<file path="config.mk">
export PLATFORM = sky130hd
export DESIGN_NAME = lc4_superscalar_top
export DESIGN_NICKNAME = d
export VERILOG_FILES = /design/src/hdl/lc4_isa_pkg.sv /design/src/hdl/lc4_pipe_pkg.sv /design/src/hdl/lane_result_if.sv /design/src/hdl/fetch_unit.sv /design/src/hdl/issue_unit.sv /design/src/hdl/regfile_2w4r.sv /design/src/hdl/lc4_alu_lite.sv /design/src/hdl/execute_stage.sv /design/src/hdl/lc4_superscalar_top.sv
export SDC_FILE = /design/constraint.sdc
export NUM_CORES = 1
export LEC_CHECK = 0
export BUFFER_PORTS_ARGS = -buffer_cell sky130_fd_sc_hd__clkbuf_2
export CAP_MARGIN = 5
export CORE_ASPECT_RATIO = 0.7
export CORE_MARGIN = 5
export CORE_UTILIZATION = 30
export CTS_BUF_LIST = sky130_fd_sc_hd__clkbuf_4 sky130_fd_sc_hd__clkbuf_8
export CTS_CLUSTER_DIAMETER = 60
export DETAILED_ROUTE_END_ITERATION = 10
export PLACE_DENSITY = 0.47
export REMOVE_ABC_BUFFERS = 1
export SYNTH_ARGS = -nofsm -noshare
export SYNTH_HDL_FRONTEND = slang
export SYNTH_SLANG_ARGS = --single-unit
export TNS_END_PERCENT = 30
</file>
<file path="constraint.sdc">
create_clock -name gwe -period 6.4 [get_ports gwe]
set_input_delay 1.28 -clock gwe [delete_from_list [all_inputs] [get_ports gwe]]
set_output_delay 1.28 -clock gwe [all_outputs]
set_load 0.01 [all_outputs]
</file>
<file path="src/hdl/lc4_isa_pkg.sv">
`default_nettype none

package lc4_isa_pkg;

   typedef logic [15:0] word_t;
   typedef logic [2:0]  reg_idx_t;

   // only the opcodes the core still executes
   typedef enum logic [3:0] {
      OP_ARITH   = 4'b0001,
      OP_LOGIC   = 4'b0101,
      OP_CONST   = 4'b1001,
      OP_HICONST = 4'b1101
   } opcode_e;

   // bit 2 of the sub field doubles as the immediate flag
   typedef enum logic [2:0] {
      ARITH_ADD = 3'd0,
      ARITH_MUL = 3'd1,
      ARITH_SUB = 3'd2,
      ARITH_DIV = 3'd3
   } arith_sub_e;

   typedef enum logic [2:0] {
      LOGIC_AND = 3'd0,
      LOGIC_NOT = 3'd1,
      LOGIC_OR  = 3'd2,
      LOGIC_XOR = 3'd3
   } logic_sub_e;

   typedef struct packed {
      opcode_e    opcode;
      reg_idx_t   rd;
      reg_idx_t   rs;
      logic [2:0] sub;
      reg_idx_t   rt;
   } insn_r_t;

   typedef struct packed {
      opcode_e    opcode;
      reg_idx_t   rd;
      reg_idx_t   rs;
      logic       imm_flag;
      logic [4:0] imm5;
   } insn_i_t;

   typedef struct packed {
      opcode_e    opcode;
      reg_idx_t   rd;
      logic [8:0] imm9;   // HICONST uses the low 8 bits
   } insn_c_t;

   typedef union packed {
      insn_r_t r;
      insn_i_t i;
      insn_c_t c;
   } insn_u;

endpackage

`default_nettype wire

</file>
<file path="src/hdl/lc4_pipe_pkg.sv">
`default_nettype none

package lc4_pipe_pkg;

   localparam lc4_isa_pkg::word_t RESET_PC = 16'h8200;

   typedef enum logic [1:0] {
      STALL_NONE  = 2'd0,
      STALL_SPLIT = 2'd1,   // held back behind its partner
      STALL_EMPTY = 2'd2    // reset bubble or zero word
   } stall_e;

   // one issued slot on its way into execute
   typedef struct packed {
      lc4_isa_pkg::word_t    pc;
      lc4_isa_pkg::word_t    insn;
      lc4_isa_pkg::reg_idx_t rs_sel;
      lc4_isa_pkg::reg_idx_t rt_sel;
      lc4_isa_pkg::word_t    rs_val;
      lc4_isa_pkg::word_t    rt_val;
      lc4_isa_pkg::reg_idx_t wsel;
      logic                  we;
      stall_e                stall;
   } lane_t;

   localparam lane_t LANE_IDLE = '{stall: STALL_EMPTY, default: '0};

   // lane B beats lane A, and both beat the stored value
   function automatic lc4_isa_pkg::word_t bypass(
      input lc4_isa_pkg::reg_idx_t idx,
      input lc4_isa_pkg::word_t    stored,
      input logic                  we_a,
      input lc4_isa_pkg::reg_idx_t wsel_a,
      input lc4_isa_pkg::word_t    data_a,
      input logic                  we_b,
      input lc4_isa_pkg::reg_idx_t wsel_b,
      input lc4_isa_pkg::word_t    data_b
   );
      if (we_b && wsel_b == idx)
         return data_b;
      if (we_a && wsel_a == idx)
         return data_a;
      return stored;
   endfunction

endpackage

`default_nettype wire

</file>
<file path="src/hdl/lane_result_if.sv">
`default_nettype none

// one lane's writeback result, registered at the end of execute
interface lane_result_if;

   logic                  we;
   lc4_isa_pkg::reg_idx_t wsel;
   lc4_isa_pkg::word_t    data;
   lc4_isa_pkg::word_t    pc;
   lc4_isa_pkg::word_t    insn;
   lc4_pipe_pkg::stall_e  stall;

   modport src  (output we, wsel, data, pc, insn, stall);
   modport sink (input  we, wsel, data, pc, insn, stall);

endinterface

`default_nettype wire

</file>
<file path="src/hdl/fetch_unit.sv">
`default_nettype none

module fetch_unit (
   input  wire                         gwe,
   input  wire                         i_rst_n,
   input  wire lc4_isa_pkg::word_t     i_imem_insn_a,   // word at pc
   input  wire lc4_isa_pkg::word_t     i_imem_insn_b,   // word at pc + 1
   input  wire                         i_split,
   output lc4_isa_pkg::word_t          o_imem_addr,
   output lc4_isa_pkg::word_t          o_pc_a,
   output lc4_isa_pkg::word_t          o_pc_b,
   output lc4_isa_pkg::word_t          o_insn_a,
   output lc4_isa_pkg::word_t          o_insn_b,
   output lc4_pipe_pkg::stall_e        o_stall_a,
   output lc4_pipe_pkg::stall_e        o_stall_b
);

   lc4_isa_pkg::word_t pc;
   lc4_isa_pkg::word_t nxt_pc_a;
   lc4_isa_pkg::word_t nxt_pc_b;
   lc4_isa_pkg::word_t nxt_insn_a;
   lc4_isa_pkg::word_t nxt_insn_b;

   assign o_imem_addr = pc;

   // on a split the held-back B moves up to A and only one new word enters
   assign nxt_pc_a   = i_split ? o_pc_b : pc;
   assign nxt_pc_b   = i_split ? pc : pc + 16'd1;
   assign nxt_insn_a = i_split ? o_insn_b : i_imem_insn_a;
   assign nxt_insn_b = i_split ? i_imem_insn_a : i_imem_insn_b;

   always_ff @(posedge gwe) begin
      if (!i_rst_n) begin
         pc        <= lc4_pipe_pkg::RESET_PC;
         o_pc_a    <= '0;
         o_pc_b    <= '0;
         o_insn_a  <= '0;
         o_insn_b  <= '0;
         o_stall_a <= lc4_pipe_pkg::STALL_EMPTY;
         o_stall_b <= lc4_pipe_pkg::STALL_EMPTY;
      end else begin
         pc       <= i_split ? pc + 16'd1 : pc + 16'd2;
         o_pc_a   <= nxt_pc_a;
         o_pc_b   <= nxt_pc_b;
         o_insn_a <= nxt_insn_a;
         o_insn_b <= nxt_insn_b;
         // a zero word travels as a bubble
         o_stall_a <= (nxt_insn_a == '0) ? lc4_pipe_pkg::STALL_EMPTY : lc4_pipe_pkg::STALL_NONE;
         o_stall_b <= (nxt_insn_b == '0) ? lc4_pipe_pkg::STALL_EMPTY : lc4_pipe_pkg::STALL_NONE;
      end
   end

endmodule

`default_nettype wire

</file>
<file path="src/hdl/issue_unit.sv">
`default_nettype none

module issue_unit (
   input  wire                         gwe,
   input  wire                         i_rst_n,
   input  wire lc4_isa_pkg::word_t     i_pc_a,
   input  wire lc4_isa_pkg::word_t     i_pc_b,
   input  wire lc4_isa_pkg::word_t     i_insn_a,
   input  wire lc4_isa_pkg::word_t     i_insn_b,
   input  wire lc4_pipe_pkg::stall_e   i_stall_a,
   input  wire lc4_pipe_pkg::stall_e   i_stall_b,
   output lc4_isa_pkg::reg_idx_t       o_rs_a,
   output lc4_isa_pkg::reg_idx_t       o_rt_a,
   output lc4_isa_pkg::reg_idx_t       o_rs_b,
   output lc4_isa_pkg::reg_idx_t       o_rt_b,
   input  wire lc4_isa_pkg::word_t     i_rs_data_a,
   input  wire lc4_isa_pkg::word_t     i_rt_data_a,
   input  wire lc4_isa_pkg::word_t     i_rs_data_b,
   input  wire lc4_isa_pkg::word_t     i_rt_data_b,
   output logic                        o_split,
   output lc4_pipe_pkg::lane_t         o_lane_a,
   output lc4_pipe_pkg::lane_t         o_lane_b
);

   lc4_isa_pkg::reg_idx_t wsel_a;
   lc4_isa_pkg::reg_idx_t wsel_b;
   logic                  we_a;
   logic                  we_b;
   lc4_pipe_pkg::lane_t   lane_a;
   lc4_pipe_pkg::lane_t   lane_b;

   // read ports, write target and write enable of one slot
   function automatic void decode(
      input  lc4_isa_pkg::word_t    w,
      output lc4_isa_pkg::reg_idx_t rs,
      output lc4_isa_pkg::reg_idx_t rt,
      output lc4_isa_pkg::reg_idx_t wsel,
      output logic                  we
   );
      lc4_isa_pkg::insn_u u;
      u    = w;
      rs   = (u.r.opcode == lc4_isa_pkg::OP_HICONST) ? u.c.rd : u.r.rs;  // HICONST merges into rd
      rt   = u.r.rt;
      wsel = u.r.rd;
      case (u.r.opcode)
         lc4_isa_pkg::OP_ARITH:
            we = u.i.imm_flag || u.r.sub == lc4_isa_pkg::ARITH_ADD ||
                 u.r.sub == lc4_isa_pkg::ARITH_SUB;
         lc4_isa_pkg::OP_LOGIC, lc4_isa_pkg::OP_CONST, lc4_isa_pkg::OP_HICONST:
            we = 1'b1;
         default:
            we = 1'b0;
      endcase
   endfunction

   // true when the slot's read set contains register r
   function automatic logic reads(input lc4_isa_pkg::word_t w, input lc4_isa_pkg::reg_idx_t r);
      lc4_isa_pkg::insn_u u;
      u = w;
      case (u.r.opcode)
         lc4_isa_pkg::OP_ARITH:
            return u.r.rs == r || (!u.i.imm_flag && u.r.rt == r);
         lc4_isa_pkg::OP_LOGIC:
            return u.r.rs == r ||
                   (!u.i.imm_flag && u.r.sub != lc4_isa_pkg::LOGIC_NOT && u.r.rt == r);
         lc4_isa_pkg::OP_HICONST:
            return u.c.rd == r;
         default:
            return 1'b0;   // CONST and no-ops read nothing
      endcase
   endfunction

   always_comb begin
      decode(i_insn_a, o_rs_a, o_rt_a, wsel_a, we_a);
      decode(i_insn_b, o_rs_b, o_rt_b, wsel_b, we_b);
      o_split = we_a && reads(i_insn_b, wsel_a);   // B must wait for A's result
   end

   always_comb begin
      lane_a = '{pc: i_pc_a, insn: i_insn_a, rs_sel: o_rs_a, rt_sel: o_rt_a,
                 rs_val: i_rs_data_a, rt_val: i_rt_data_a, wsel: wsel_a, we: we_a,
                 stall: i_stall_a};
      lane_b = '{pc: i_pc_b, insn: i_insn_b, rs_sel: o_rs_b, rt_sel: o_rt_b,
                 rs_val: i_rs_data_b, rt_val: i_rt_data_b, wsel: wsel_b, we: we_b,
                 stall: i_stall_b};
      if (o_split) begin
         lane_b       = lc4_pipe_pkg::LANE_IDLE;
         lane_b.stall = lc4_pipe_pkg::STALL_SPLIT;   // reissued next cycle as slot A
      end
   end

   always_ff @(posedge gwe) begin
      if (!i_rst_n) begin
         o_lane_a <= lc4_pipe_pkg::LANE_IDLE;
         o_lane_b <= lc4_pipe_pkg::LANE_IDLE;
      end else begin
         o_lane_a <= lane_a;
         o_lane_b <= lane_b;
      end
   end

endmodule

`default_nettype wire

</file>
<file path="src/hdl/regfile_2w4r.sv">
`default_nettype none

module regfile_2w4r (
   input  wire                         gwe,
   input  wire                         i_rst_n,
   input  wire lc4_isa_pkg::reg_idx_t  i_rs_a,
   input  wire lc4_isa_pkg::reg_idx_t  i_rt_a,
   input  wire lc4_isa_pkg::reg_idx_t  i_rs_b,
   input  wire lc4_isa_pkg::reg_idx_t  i_rt_b,
   output lc4_isa_pkg::word_t          o_rs_data_a,
   output lc4_isa_pkg::word_t          o_rt_data_a,
   output lc4_isa_pkg::word_t          o_rs_data_b,
   output lc4_isa_pkg::word_t          o_rt_data_b,
   lane_result_if.sink                 lane_a,
   lane_result_if.sink                 lane_b
);

   lc4_isa_pkg::word_t regs [8];

   // write-through, the value being written this cycle is read back directly
   function automatic lc4_isa_pkg::word_t rd_port(input lc4_isa_pkg::reg_idx_t idx);
      return lc4_pipe_pkg::bypass(idx, regs[idx], lane_a.we, lane_a.wsel, lane_a.data,
                                  lane_b.we, lane_b.wsel, lane_b.data);
   endfunction

   always_comb begin
      o_rs_data_a = rd_port(i_rs_a);
      o_rt_data_a = rd_port(i_rt_a);
      o_rs_data_b = rd_port(i_rs_b);
      o_rt_data_b = rd_port(i_rt_b);
   end

   always_ff @(posedge gwe) begin
      if (!i_rst_n) begin
         regs <= '{default: '0};
      end else begin
         if (lane_a.we)
            regs[lane_a.wsel] <= lane_a.data;
         if (lane_b.we)
            regs[lane_b.wsel] <= lane_b.data;   // later slot wins on the same target
      end
   end

endmodule

`default_nettype wire

</file>
<file path="src/hdl/lc4_alu_lite.sv">
`default_nettype none

module lc4_alu_lite (
   input  wire lc4_isa_pkg::word_t i_insn,
   input  wire lc4_isa_pkg::word_t i_rs_val,
   input  wire lc4_isa_pkg::word_t i_rt_val,
   output lc4_isa_pkg::word_t      o_result,
   output logic                    o_we
);

   lc4_isa_pkg::insn_u u;
   lc4_isa_pkg::word_t sext5;

   assign u     = i_insn;
   assign sext5 = {{11{u.i.imm5[4]}}, u.i.imm5};

   always_comb begin
      o_result = '0;
      o_we     = 1'b1;
      case (u.r.opcode)
         lc4_isa_pkg::OP_ARITH: begin
            case (u.r.sub)
               lc4_isa_pkg::ARITH_ADD: o_result = i_rs_val + i_rt_val;
               lc4_isa_pkg::ARITH_SUB: o_result = i_rs_val - i_rt_val;
               lc4_isa_pkg::ARITH_MUL, lc4_isa_pkg::ARITH_DIV:
                  o_we = 1'b0;   // not kept, no-op
               default: o_result = i_rs_val + sext5;   // immediate flag set
            endcase
         end
         lc4_isa_pkg::OP_LOGIC: begin
            case (u.r.sub)
               lc4_isa_pkg::LOGIC_AND: o_result = i_rs_val & i_rt_val;
               lc4_isa_pkg::LOGIC_NOT: o_result = ~i_rs_val;
               lc4_isa_pkg::LOGIC_OR:  o_result = i_rs_val | i_rt_val;
               lc4_isa_pkg::LOGIC_XOR: o_result = i_rs_val ^ i_rt_val;
               default: o_result = i_rs_val & sext5;
            endcase
         end
         lc4_isa_pkg::OP_CONST:
            o_result = {{7{u.c.imm9[8]}}, u.c.imm9};
         lc4_isa_pkg::OP_HICONST:
            o_result = {u.c.imm9[7:0], i_rs_val[7:0]};   // rs carries the old rd here
         default:
            o_we = 1'b0;
      endcase
   end

endmodule

`default_nettype wire

</file>
<file path="src/hdl/execute_stage.sv">
`default_nettype none

module execute_stage (
   input  wire                         gwe,
   input  wire                         i_rst_n,
   input  wire lc4_pipe_pkg::lane_t    i_lane_a,
   input  wire lc4_pipe_pkg::lane_t    i_lane_b,
   lane_result_if.src                  lane_a,
   lane_result_if.src                  lane_b
);

   lc4_isa_pkg::word_t rs_a;
   lc4_isa_pkg::word_t rt_a;
   lc4_isa_pkg::word_t rs_b;
   lc4_isa_pkg::word_t rt_b;
   lc4_isa_pkg::word_t res_a;
   lc4_isa_pkg::word_t res_b;
   logic               alu_we_a;
   logic               alu_we_b;

   // the pair ahead sits in writeback and was not yet visible at issue
   function automatic lc4_isa_pkg::word_t fwd(input lc4_isa_pkg::reg_idx_t idx,
                                              input lc4_isa_pkg::word_t stale);
      return lc4_pipe_pkg::bypass(idx, stale, lane_a.we, lane_a.wsel, lane_a.data,
                                  lane_b.we, lane_b.wsel, lane_b.data);
   endfunction

   always_comb begin
      rs_a = fwd(i_lane_a.rs_sel, i_lane_a.rs_val);
      rt_a = fwd(i_lane_a.rt_sel, i_lane_a.rt_val);
      rs_b = fwd(i_lane_b.rs_sel, i_lane_b.rs_val);
      rt_b = fwd(i_lane_b.rt_sel, i_lane_b.rt_val);
   end

   lc4_alu_lite alu_a (
      .i_insn   (i_lane_a.insn),
      .i_rs_val (rs_a),
      .i_rt_val (rt_a),
      .o_result (res_a),
      .o_we     (alu_we_a)
   );

   lc4_alu_lite alu_b (
      .i_insn   (i_lane_b.insn),
      .i_rs_val (rs_b),
      .i_rt_val (rt_b),
      .o_result (res_b),
      .o_we     (alu_we_b)
   );

   always_ff @(posedge gwe) begin
      if (!i_rst_n) begin
         lane_a.we    <= 1'b0;
         lane_a.wsel  <= '0;
         lane_a.data  <= '0;
         lane_a.pc    <= '0;
         lane_a.insn  <= '0;
         lane_a.stall <= lc4_pipe_pkg::STALL_EMPTY;
         lane_b.we    <= 1'b0;
         lane_b.wsel  <= '0;
         lane_b.data  <= '0;
         lane_b.pc    <= '0;
         lane_b.insn  <= '0;
         lane_b.stall <= lc4_pipe_pkg::STALL_EMPTY;
      end else begin
         lane_a.we    <= i_lane_a.we & alu_we_a;
         lane_a.wsel  <= i_lane_a.wsel;
         lane_a.data  <= res_a;
         lane_a.pc    <= i_lane_a.pc;
         lane_a.insn  <= i_lane_a.insn;
         lane_a.stall <= i_lane_a.stall;
         lane_b.we    <= i_lane_b.we & alu_we_b;   // cleared split slot has we low
         lane_b.wsel  <= i_lane_b.wsel;
         lane_b.data  <= res_b;
         lane_b.pc    <= i_lane_b.pc;
         lane_b.insn  <= i_lane_b.insn;
         lane_b.stall <= i_lane_b.stall;
      end
   end

endmodule

`default_nettype wire

</file>
<file path="src/hdl/lc4_superscalar_top.sv">
`default_nettype none

module lc4_superscalar_top (
   input  wire                         gwe,
   input  wire                         i_rst_n,
   input  wire lc4_isa_pkg::word_t     i_imem_insn_a,
   input  wire lc4_isa_pkg::word_t     i_imem_insn_b,
   output lc4_isa_pkg::word_t          o_imem_addr,
   output lc4_isa_pkg::word_t          o_wb_pc_a,
   output lc4_isa_pkg::word_t          o_wb_insn_a,
   output logic                        o_wb_we_a,
   output lc4_isa_pkg::reg_idx_t       o_wb_wsel_a,
   output lc4_isa_pkg::word_t          o_wb_data_a,
   output lc4_pipe_pkg::stall_e        o_wb_stall_a,
   output lc4_isa_pkg::word_t          o_wb_pc_b,
   output lc4_isa_pkg::word_t          o_wb_insn_b,
   output logic                        o_wb_we_b,
   output lc4_isa_pkg::reg_idx_t       o_wb_wsel_b,
   output lc4_isa_pkg::word_t          o_wb_data_b,
   output lc4_pipe_pkg::stall_e        o_wb_stall_b
);

   lc4_isa_pkg::word_t    pc_a;
   lc4_isa_pkg::word_t    pc_b;
   lc4_isa_pkg::word_t    insn_a;
   lc4_isa_pkg::word_t    insn_b;
   lc4_pipe_pkg::stall_e  stall_a;
   lc4_pipe_pkg::stall_e  stall_b;
   logic                  split;
   lc4_isa_pkg::reg_idx_t rs_a;
   lc4_isa_pkg::reg_idx_t rt_a;
   lc4_isa_pkg::reg_idx_t rs_b;
   lc4_isa_pkg::reg_idx_t rt_b;
   lc4_isa_pkg::word_t    rs_data_a;
   lc4_isa_pkg::word_t    rt_data_a;
   lc4_isa_pkg::word_t    rs_data_b;
   lc4_isa_pkg::word_t    rt_data_b;
   lc4_pipe_pkg::lane_t   ex_lane_a;
   lc4_pipe_pkg::lane_t   ex_lane_b;

   lane_result_if lane_a ();
   lane_result_if lane_b ();

   fetch_unit fetch_unit_inst (
      .gwe           (gwe),
      .i_rst_n       (i_rst_n),
      .i_imem_insn_a (i_imem_insn_a),
      .i_imem_insn_b (i_imem_insn_b),
      .i_split       (split),
      .o_imem_addr   (o_imem_addr),
      .o_pc_a        (pc_a),
      .o_pc_b        (pc_b),
      .o_insn_a      (insn_a),
      .o_insn_b      (insn_b),
      .o_stall_a     (stall_a),
      .o_stall_b     (stall_b)
   );

   issue_unit issue_unit_inst (
      .gwe         (gwe),
      .i_rst_n     (i_rst_n),
      .i_pc_a      (pc_a),
      .i_pc_b      (pc_b),
      .i_insn_a    (insn_a),
      .i_insn_b    (insn_b),
      .i_stall_a   (stall_a),
      .i_stall_b   (stall_b),
      .o_rs_a      (rs_a),
      .o_rt_a      (rt_a),
      .o_rs_b      (rs_b),
      .o_rt_b      (rt_b),
      .i_rs_data_a (rs_data_a),
      .i_rt_data_a (rt_data_a),
      .i_rs_data_b (rs_data_b),
      .i_rt_data_b (rt_data_b),
      .o_split     (split),
      .o_lane_a    (ex_lane_a),
      .o_lane_b    (ex_lane_b)
   );

   regfile_2w4r regfile_inst (
      .gwe         (gwe),
      .i_rst_n     (i_rst_n),
      .i_rs_a      (rs_a),
      .i_rt_a      (rt_a),
      .i_rs_b      (rs_b),
      .i_rt_b      (rt_b),
      .o_rs_data_a (rs_data_a),
      .o_rt_data_a (rt_data_a),
      .o_rs_data_b (rs_data_b),
      .o_rt_data_b (rt_data_b),
      .lane_a      (lane_a),
      .lane_b      (lane_b)
   );

   execute_stage execute_stage_inst (
      .gwe      (gwe),
      .i_rst_n  (i_rst_n),
      .i_lane_a (ex_lane_a),
      .i_lane_b (ex_lane_b),
      .lane_a   (lane_a),
      .lane_b   (lane_b)
   );

   // trace ports show the writeback registers
   assign o_wb_pc_a    = lane_a.pc;
   assign o_wb_insn_a  = lane_a.insn;
   assign o_wb_we_a    = lane_a.we;
   assign o_wb_wsel_a  = lane_a.wsel;
   assign o_wb_data_a  = lane_a.data;
   assign o_wb_stall_a = lane_a.stall;
   assign o_wb_pc_b    = lane_b.pc;
   assign o_wb_insn_b  = lane_b.insn;
   assign o_wb_we_b    = lane_b.we;
   assign o_wb_wsel_b  = lane_b.wsel;
   assign o_wb_data_b  = lane_b.data;
   assign o_wb_stall_b = lane_b.stall;

endmodule

`default_nettype wire

</file>
Word-level counts from Yosys, hierarchy flattened
Cells that the tools add are included.
{ "totals": {"regBits": 472, "input_bits": 34, "output_inout_bits": 124, "wordCells": 266} }
{ "op_classes": {"add_sub_neg": 8, "eq_ne": 44, "bitwise_logic": 19, "muxes": 100, "n_reduce_logical": 42, "n_lt_le_gt_ge": 8} }
{ "op_table": {"columns": ["op", "n"], "rows": [
  ["$mux 16", 47],
  ["$mux 128", 3],
  ["$bwmux 128", 2],
  ["$pmux 16 s4", 4],
  ["$bmux 16 s3", 4],
  ["$demux 16 s3", 2],
  ["$pmux 16 s3", 2],
  ["$add 16x16->16", 4],
  ["$and 16x16->16", 4],
  ["$eq 3x3->1", 19],
  ["$eq 4x4->1 const B", 8],
  ["$logic_not 16->1", 2],
  ["$not 16->16", 2],
  ["$or 16x16->16", 2],
  ["$sub 16x16->16", 2],
  ["$xor 16x16->16", 2],
  ["$mux 1", 26],
  ["$ge 4x4->1 const B", 6],
  ["$not 3->4", 6],
  ["$logic_and 1x1->1", 22],
  ["$eq 3x2->1 const B", 6],
  ["$add 16x1->16 const B", 1],
  ["$add 16x2->16 const B", 1],
  ["$eq 4x1->1 const B", 4],
  ["other kinds (15)", 40]
]} }

Longest topological paths before layout
{ "depth": {"word_depth": 10, "depth_mapped": 22, "depth_no_buf": 19} }

Cells and area by module
Synthesis repeated with hierarchy kept, for this count alone.
{ "hier_totals": {"hier_cells": 3110, "area_unflattened_um2": 29833.6} }
{ "by_module_without_submodules": {"columns": ["module", "instances", "area_each_um2", "seq_area_each_um2", "cells_each"], "rows": [
  ["regfile_2w4r", 1, 12072.8, 2562.5, 1100],
  ["execute_stage", 1, 4546.9, 2162.1, 474],
  ["issue_unit", 1, 4444.3, 2802.7, 380],
  ["fetch_unit", 1, 3326.9, 1641.6, 348],
  ["lc4_alu_lite at execute_stage_inst.alu_a", 1, 2743.9, 0.0, 408],
  ["lc4_alu_lite at execute_stage_inst.alu_b", 1, 2698.8, 0.0, 400]
]} }

Worst setup path before layout
No wires, ideal clock.
{ "synth_path": {"kind": "register to register", "from": "reg, netlist name execute_stage_inst.lane_a.insn[10]", "to": "reg execute_stage_inst.lane_a.data[15]", "path_slack_ps": 1672, "required_time_ps": 6321, "setup_ps": 79, "stages_incl_launch_ff": 20, "n_path_buf": 2, "arrival_time_ps": 4649, "cell_sequence": "dfxtp_1 buf_2 xor2_2 or4_4 buf_6 mux2_1 mux2i_2 ha_1 a31oi_1 xnor2_1 o21ai_0 ha_1 or3_1 o21ai_0 a211o_1 a31oi_1 a221o_1 or4_1 a221o_1 o211ai_1"} }
{ "synth_rtl": {"columns": ["item", "line", "rtl"], "rows": [
  ["end: declaration", "lane_result_if.sv:13", "modport src (output we, wsel, data, pc, insn, stall);"]
]} }

Worst setup path after layout
{ "layout_path": {"from": "reg issue_unit_inst.o_lane_a[46] (netlist name)", "to": "reg execute_stage_inst.lane_a.data[14]"} }
{ "layout_between": {"elab_chain_cells": 3} }
{ "layout_rtl": {"columns": ["item", "line", "rtl"], "rows": [
  ["start: declaration", "issue_unit.sv:21", "output lc4_pipe_pkg::lane_t o_lane_a,"],
  ["start signal: assignment", "issue_unit.sv:94", "o_lane_a <= lc4_pipe_pkg::LANE_IDLE;"],
  ["start signal: assignment", "issue_unit.sv:97", "o_lane_a <= lane_a;"],
  ["$add 16x16->16", "lc4_alu_lite.sv:27", "default: o_result = i_rs_val + sext5;"],
  ["$pmux 16 s3", "lc4_alu_lite.sv:22", "case (u.r.sub)"],
  ["$pmux 16 s4", "lc4_alu_lite.sv:20", "case (u.r.opcode)"]
]} }
Every way passes these cells.
A chain may end at the register's enable or synchronous reset.

==> results <==
- The largest single stage delay on the critical path is 0.67 ns.
- The iteration-0 DRC count of the detailed router is 2590.
- The pin count of the biggest net entering global routing is 164.
- The most used flip-flop cell after synthesis is dfxtp_1.
- The cell sitting at the root of the clock tree is a clkbuf_8.
- The number of hold violations in the final report is 0.
- For this run, the register share of the synthesized area comes to 0.3263.
- The weighted congestion at the end of routability-driven global placement is 0.9060.
- Of the post-synthesis cell area, the dominant cell type holds 0.3263.
- TritonCTS built the clock tree.
- For this design the ratio of total power to cell area is 206.6 nW/um2.
- The flow ran to the end, and the final reports show no timing, DRC or antenna violations.
- Dividing the final minimum period by the clock period gives 0.8628.
- The finished layout holds 4488 standard cells, fillers aside.
- The worst min-delay path class is flop to flop.
- dfxtp_1 takes more of the synthesized area than any other cell.
- The number of fill cells is 9698.
- In the routed design, unresolved DRC markers number 0.
- The number of cells traversed by the worst hold path is 1.
- The worst hold path begins at fetch_unit_inst.o_stall_a[1].
- The area of the core region is 91690 um2.
- The top cell types in the final layout, fill and taps aside, are 495 x nor2_1, 444 x dfxtp_1, 264 x a21oi_1, 262 x mux2i_1, 180 x a211oi_1.
- The core occupancy in the finished layout is 0.3416.
- The via count of the first global-routing pass was 23.61k.
- The hold-critical path endpoint is issue_unit_inst.o_lane_a[1].
- The number of nets with antenna violations after routing is 0.
- For flop-to-flop paths, the worst setup slack is 0.88 ns.
- The clock period minus final worst setup slack is 5.522 ns.
- After detailed routing, the average wire length per cell comes to 24.64 um.
- After synthesis the netlist holds a flip-flop and latch count of 450.
- The total clock buffers created by CTS is 80.
- The overall track demand over capacity in global routing is 0.2196.
- The number of sinks handled by clock tree synthesis is 450.
- Detailed routing placed a total of 45160 um of wire on met2.
- The slowest stage of the critical path is the or4_4 cell.
- The summed instance area of the synthesized netlist is 27610 um2.
- In this run the critical register-to-register path is captured at execute_stage_inst.lane_a.data[14].
- Wires add up to 110600 um.
- Headroom to the max-slew limit came out at 0.2389.
- During synthesis, Yosys emitted a total of 0 warnings.
- Using the TritonRoute via totals, the vias-per-cell ratio works out to 5.568.
- After routing, the total negative slack on setup checks comes to 0 ns.
- For the worst flop-to-flop path, the logic depth is 18.
- The worst-margin pin slew is 1.118 ns.
- The buffers inserted during post-CTS setup optimization is 0.
- Setup repair after global routing left no endpoint under its margin.
- The signal on the critical path passes through xor2_2, or4_4, mux2_1, mux2i_2, ha_1, nor2_1, xnor2_1, o21ai_0, ha_1, nor2b_1, o21ai_0, a21boi_0, o21ai_0, a211oi_1, nor3_1, o31a_1, nor4_1, or3b_1.
- The number of levels the H-tree was split into is 3.
- The die outline area is 98280 um2.
- The number of distinct standard cells referenced by the synthesized netlist is 74.
- The effective utilization at floorplan is 0.3011.
- The HPWL after detailed placement is 75630 um.
- Sorting the synthesized cells by area gives the leading types as dfxtp_1 33%, mux4_2 10%, mux2i_1 9.6%.
- The proportion of register bits with asynchronous set or reset after synthesis is 0.
- For the worst-skew pair, the clock arrives at the later sink with an insertion delay of 0.71 ns.
- The number of enable flip-flop cells after synthesis is 0.
- The final setup violation count is 0.
- In this run, post-CTS hold repair placed 0 buffers.
- The chip height is 263.8 um.
- The die is 372.6 um wide.
- Relative to the synthesized area, the layout overhead comes to 13.47%.
- The first global-routing pass estimated 163400 um of wire.
- The number of max-cap violations is 0.
- The standby leakage power is 13.17 nW.
- The highest achievable clock rate is 0.1811 GHz.
- The multi-input combinational cells in the finished layout cover a total of 17160 um2.
- The number of instances in the synthesized netlist is 3172.
- The leftover overflow at the end of global routing is 0.
- The most common library cell in the layout ignoring fill and taps is nor2_1.
- In the final layout, the share of cells above drive strength 1 is 0.1833.
- The number of placed instances with taps included is 4345.
- The first TritonRoute pass finished after 5 iterations.
- The count of buffers inserted at the top-level ports is 156.
- The most numerous cell on the critical path is o21ai_0.
- The net count of the finished layout is 3305.
- The category of the worst setup path capture point is a flop.
- Summing all flip-flop and latch instances after layout gives 9016 um2.
- Signal routing reaches up to met4.
- The initialized floorplan defines 93 standard-cell rows.
- IR analysis of the VDD net gives a maximum drop of 0.1258 mV.
- Wire segments on met3 add up to 10760 um in the final route.
- A synthesized cell averages 8.703 um2.
- 158 I/O pins were placed.
- The number of slew-limit violations in the final report is 0.
- In this run the critical register-to-register path is launched from issue_unit_inst.o_lane_a[46].
- The clock tree skew after final layout is 0.05120 ns.
- Data arrives at the worst endpoint at 6.07 ns.
- For this block, wires on met1 add up to 52960 um.
- The startpoint class of the critical path is a flop.
- Clock-pin slew was measured on the worst setup and hold paths at 0.06 ns.
- Data on the critical path is required at its endpoint by 6.95 ns.
- The maximum clock insertion buffer count is 3.
- Along the worst path, the maximum fanout reaches 16.
- The number of antenna violations at the first check in global routing was 2.
- Detailed routing inserted a total of 24.99k vias.
- The number of gates resized after CTS was 0.
- The critical path class is flop to flop.
==> cell usage after synthesis, types with 4 or more instances <==
master,number
nor3b_1,8
a21o_1,18
and4_1,5
nand4_1,16
a41oi_1,7
clkbuf_1,249
buf_6,4
or2_2,16
a22oi_1,13
nor2_1,495
a31oi_1,20
buf_2,21
nand4b_1,6
and3_1,52
xor2_1,42
o211ai_1,18
mux4_2,128
nand2b_1,18
nor4_1,22
inv_1,72
a211oi_1,180
a221oi_1,21
o21ai_0,61
mux2i_1,266
o22ai_1,17
and2_1,98
or3_1,15
nand2_1,174
o21ai_1,13
a21oi_1,264
buf_1,37
nor2b_1,17
nand3_1,17
mux2_2,13
o221ai_1,7
a222oi_1,9
nor3_1,49
buf_4,9
dfxtp_1,450
o21a_1,6
ha_1,77
xnor2_1,84
==> how the worst max path moves through the flow <==
stage / start / endpoint
after global placement: issue_unit_inst.o_lane_a[46] / execute_stage_inst.lane_a.data[14]
after CTS: issue_unit_inst.o_lane_a[46] / execute_stage_inst.lane_a.data[14]
after global routing: issue_unit_inst.o_lane_a[46] / execute_stage_inst.lane_a.data[14]
after floorplan: fetch_unit_inst.o_insn_b[0] / fetch_unit_inst.o_imem_addr[0]
after detailed placement: issue_unit_inst.o_lane_a[46] / execute_stage_inst.lane_a.data[14]
final: issue_unit_inst.o_lane_a[46] / execute_stage_inst.lane_a.data[14]
==> cells by family after synthesis <==
logic type	Yosys count	share of synthesized area
simple gates	1025	0.1717
xor+xnor	128	0.04115
compound gates	679	0.1564
buf+inv	395	0.05697
flops	450	0.3263
other cells	1	0.0001358
mux	415	0.2109
fa+ha+maj	79	0.03635
==> routing by layer <==
metal,track usage,vias to the layer above
met3,0.06318,117
met4,0.04269,0
li1,-,11400
met2,0.3075,1167
met1,0.3333,12310
met5,0,-
==> per-stage QoR <==
step / power, mW / cell area [um2] / hold slack (ns) / setup slack [ns]
final: 6.472 / 31320 / 0.4077 / 0.8779
after floorplan: 3.334 / 26310 / 0.3863 / -3.848
after CTS: 6.551 / 31320 / 0.4123 / 0.9452
after global placement: 3.566 / 29580 / 0.3950 / 1.060
after detailed placement: 3.562 / 29580 / 0.3979 / 0.9991
after global routing: 6.730 / 31320 / 0.4202 / 0.5001
==> state kept, by name, summed over array words and instances (netlist names), 2 cells and up <==
name,flops
regfile_inst.regs,128
issue_unit_inst.o_lane_b,70
issue_unit_inst.o_lane_a,69
execute_stage_inst.lane_a.data,16
execute_stage_inst.lane_a.insn,16
execute_stage_inst.lane_a.pc,16
execute_stage_inst.lane_b.data,16
execute_stage_inst.lane_b.insn,16
execute_stage_inst.lane_b.pc,16
fetch_unit_inst.o_imem_addr,16
fetch_unit_inst.o_insn_a,16
fetch_unit_inst.o_insn_b,16
fetch_unit_inst.o_pc_a,16
fetch_unit_inst.o_pc_b,16
execute_stage_inst.lane_b.stall,2
==> layout make-up <==
type / instances / area share
well taps: 1235 / 0.04933
clock buffers: 124 / 0.04969
diodes: 2 / 0.0001598
inverters: 75 / 0.009227
flip-flops and latches: 450 / 0.2878
multi-input cells: 2327 / 0.5478
repair buffers: 258 / 0.05025
clock inverters: 17 / 0.005752
==> power by group <==
part / switching (mW) / internal [mW]
Sequential: 0.0489 / 2.85
Clock: 1.32 / 1.64
Combinational: 0.390 / 0.225
Total: 1.76 / 4.71
==> worst max-delay path: cells and delay by family (launching register included) <==
kind | cells | cell delay, ns
simple gates | 6 | 1.68
compound gates | 6 | 1.26
mux | 2 | 0.71
fa+ha+maj | 2 | 0.70
flops | 1 | 0.63
xor+xnor | 2 | 0.39
(Power assumes the default switching activity.)
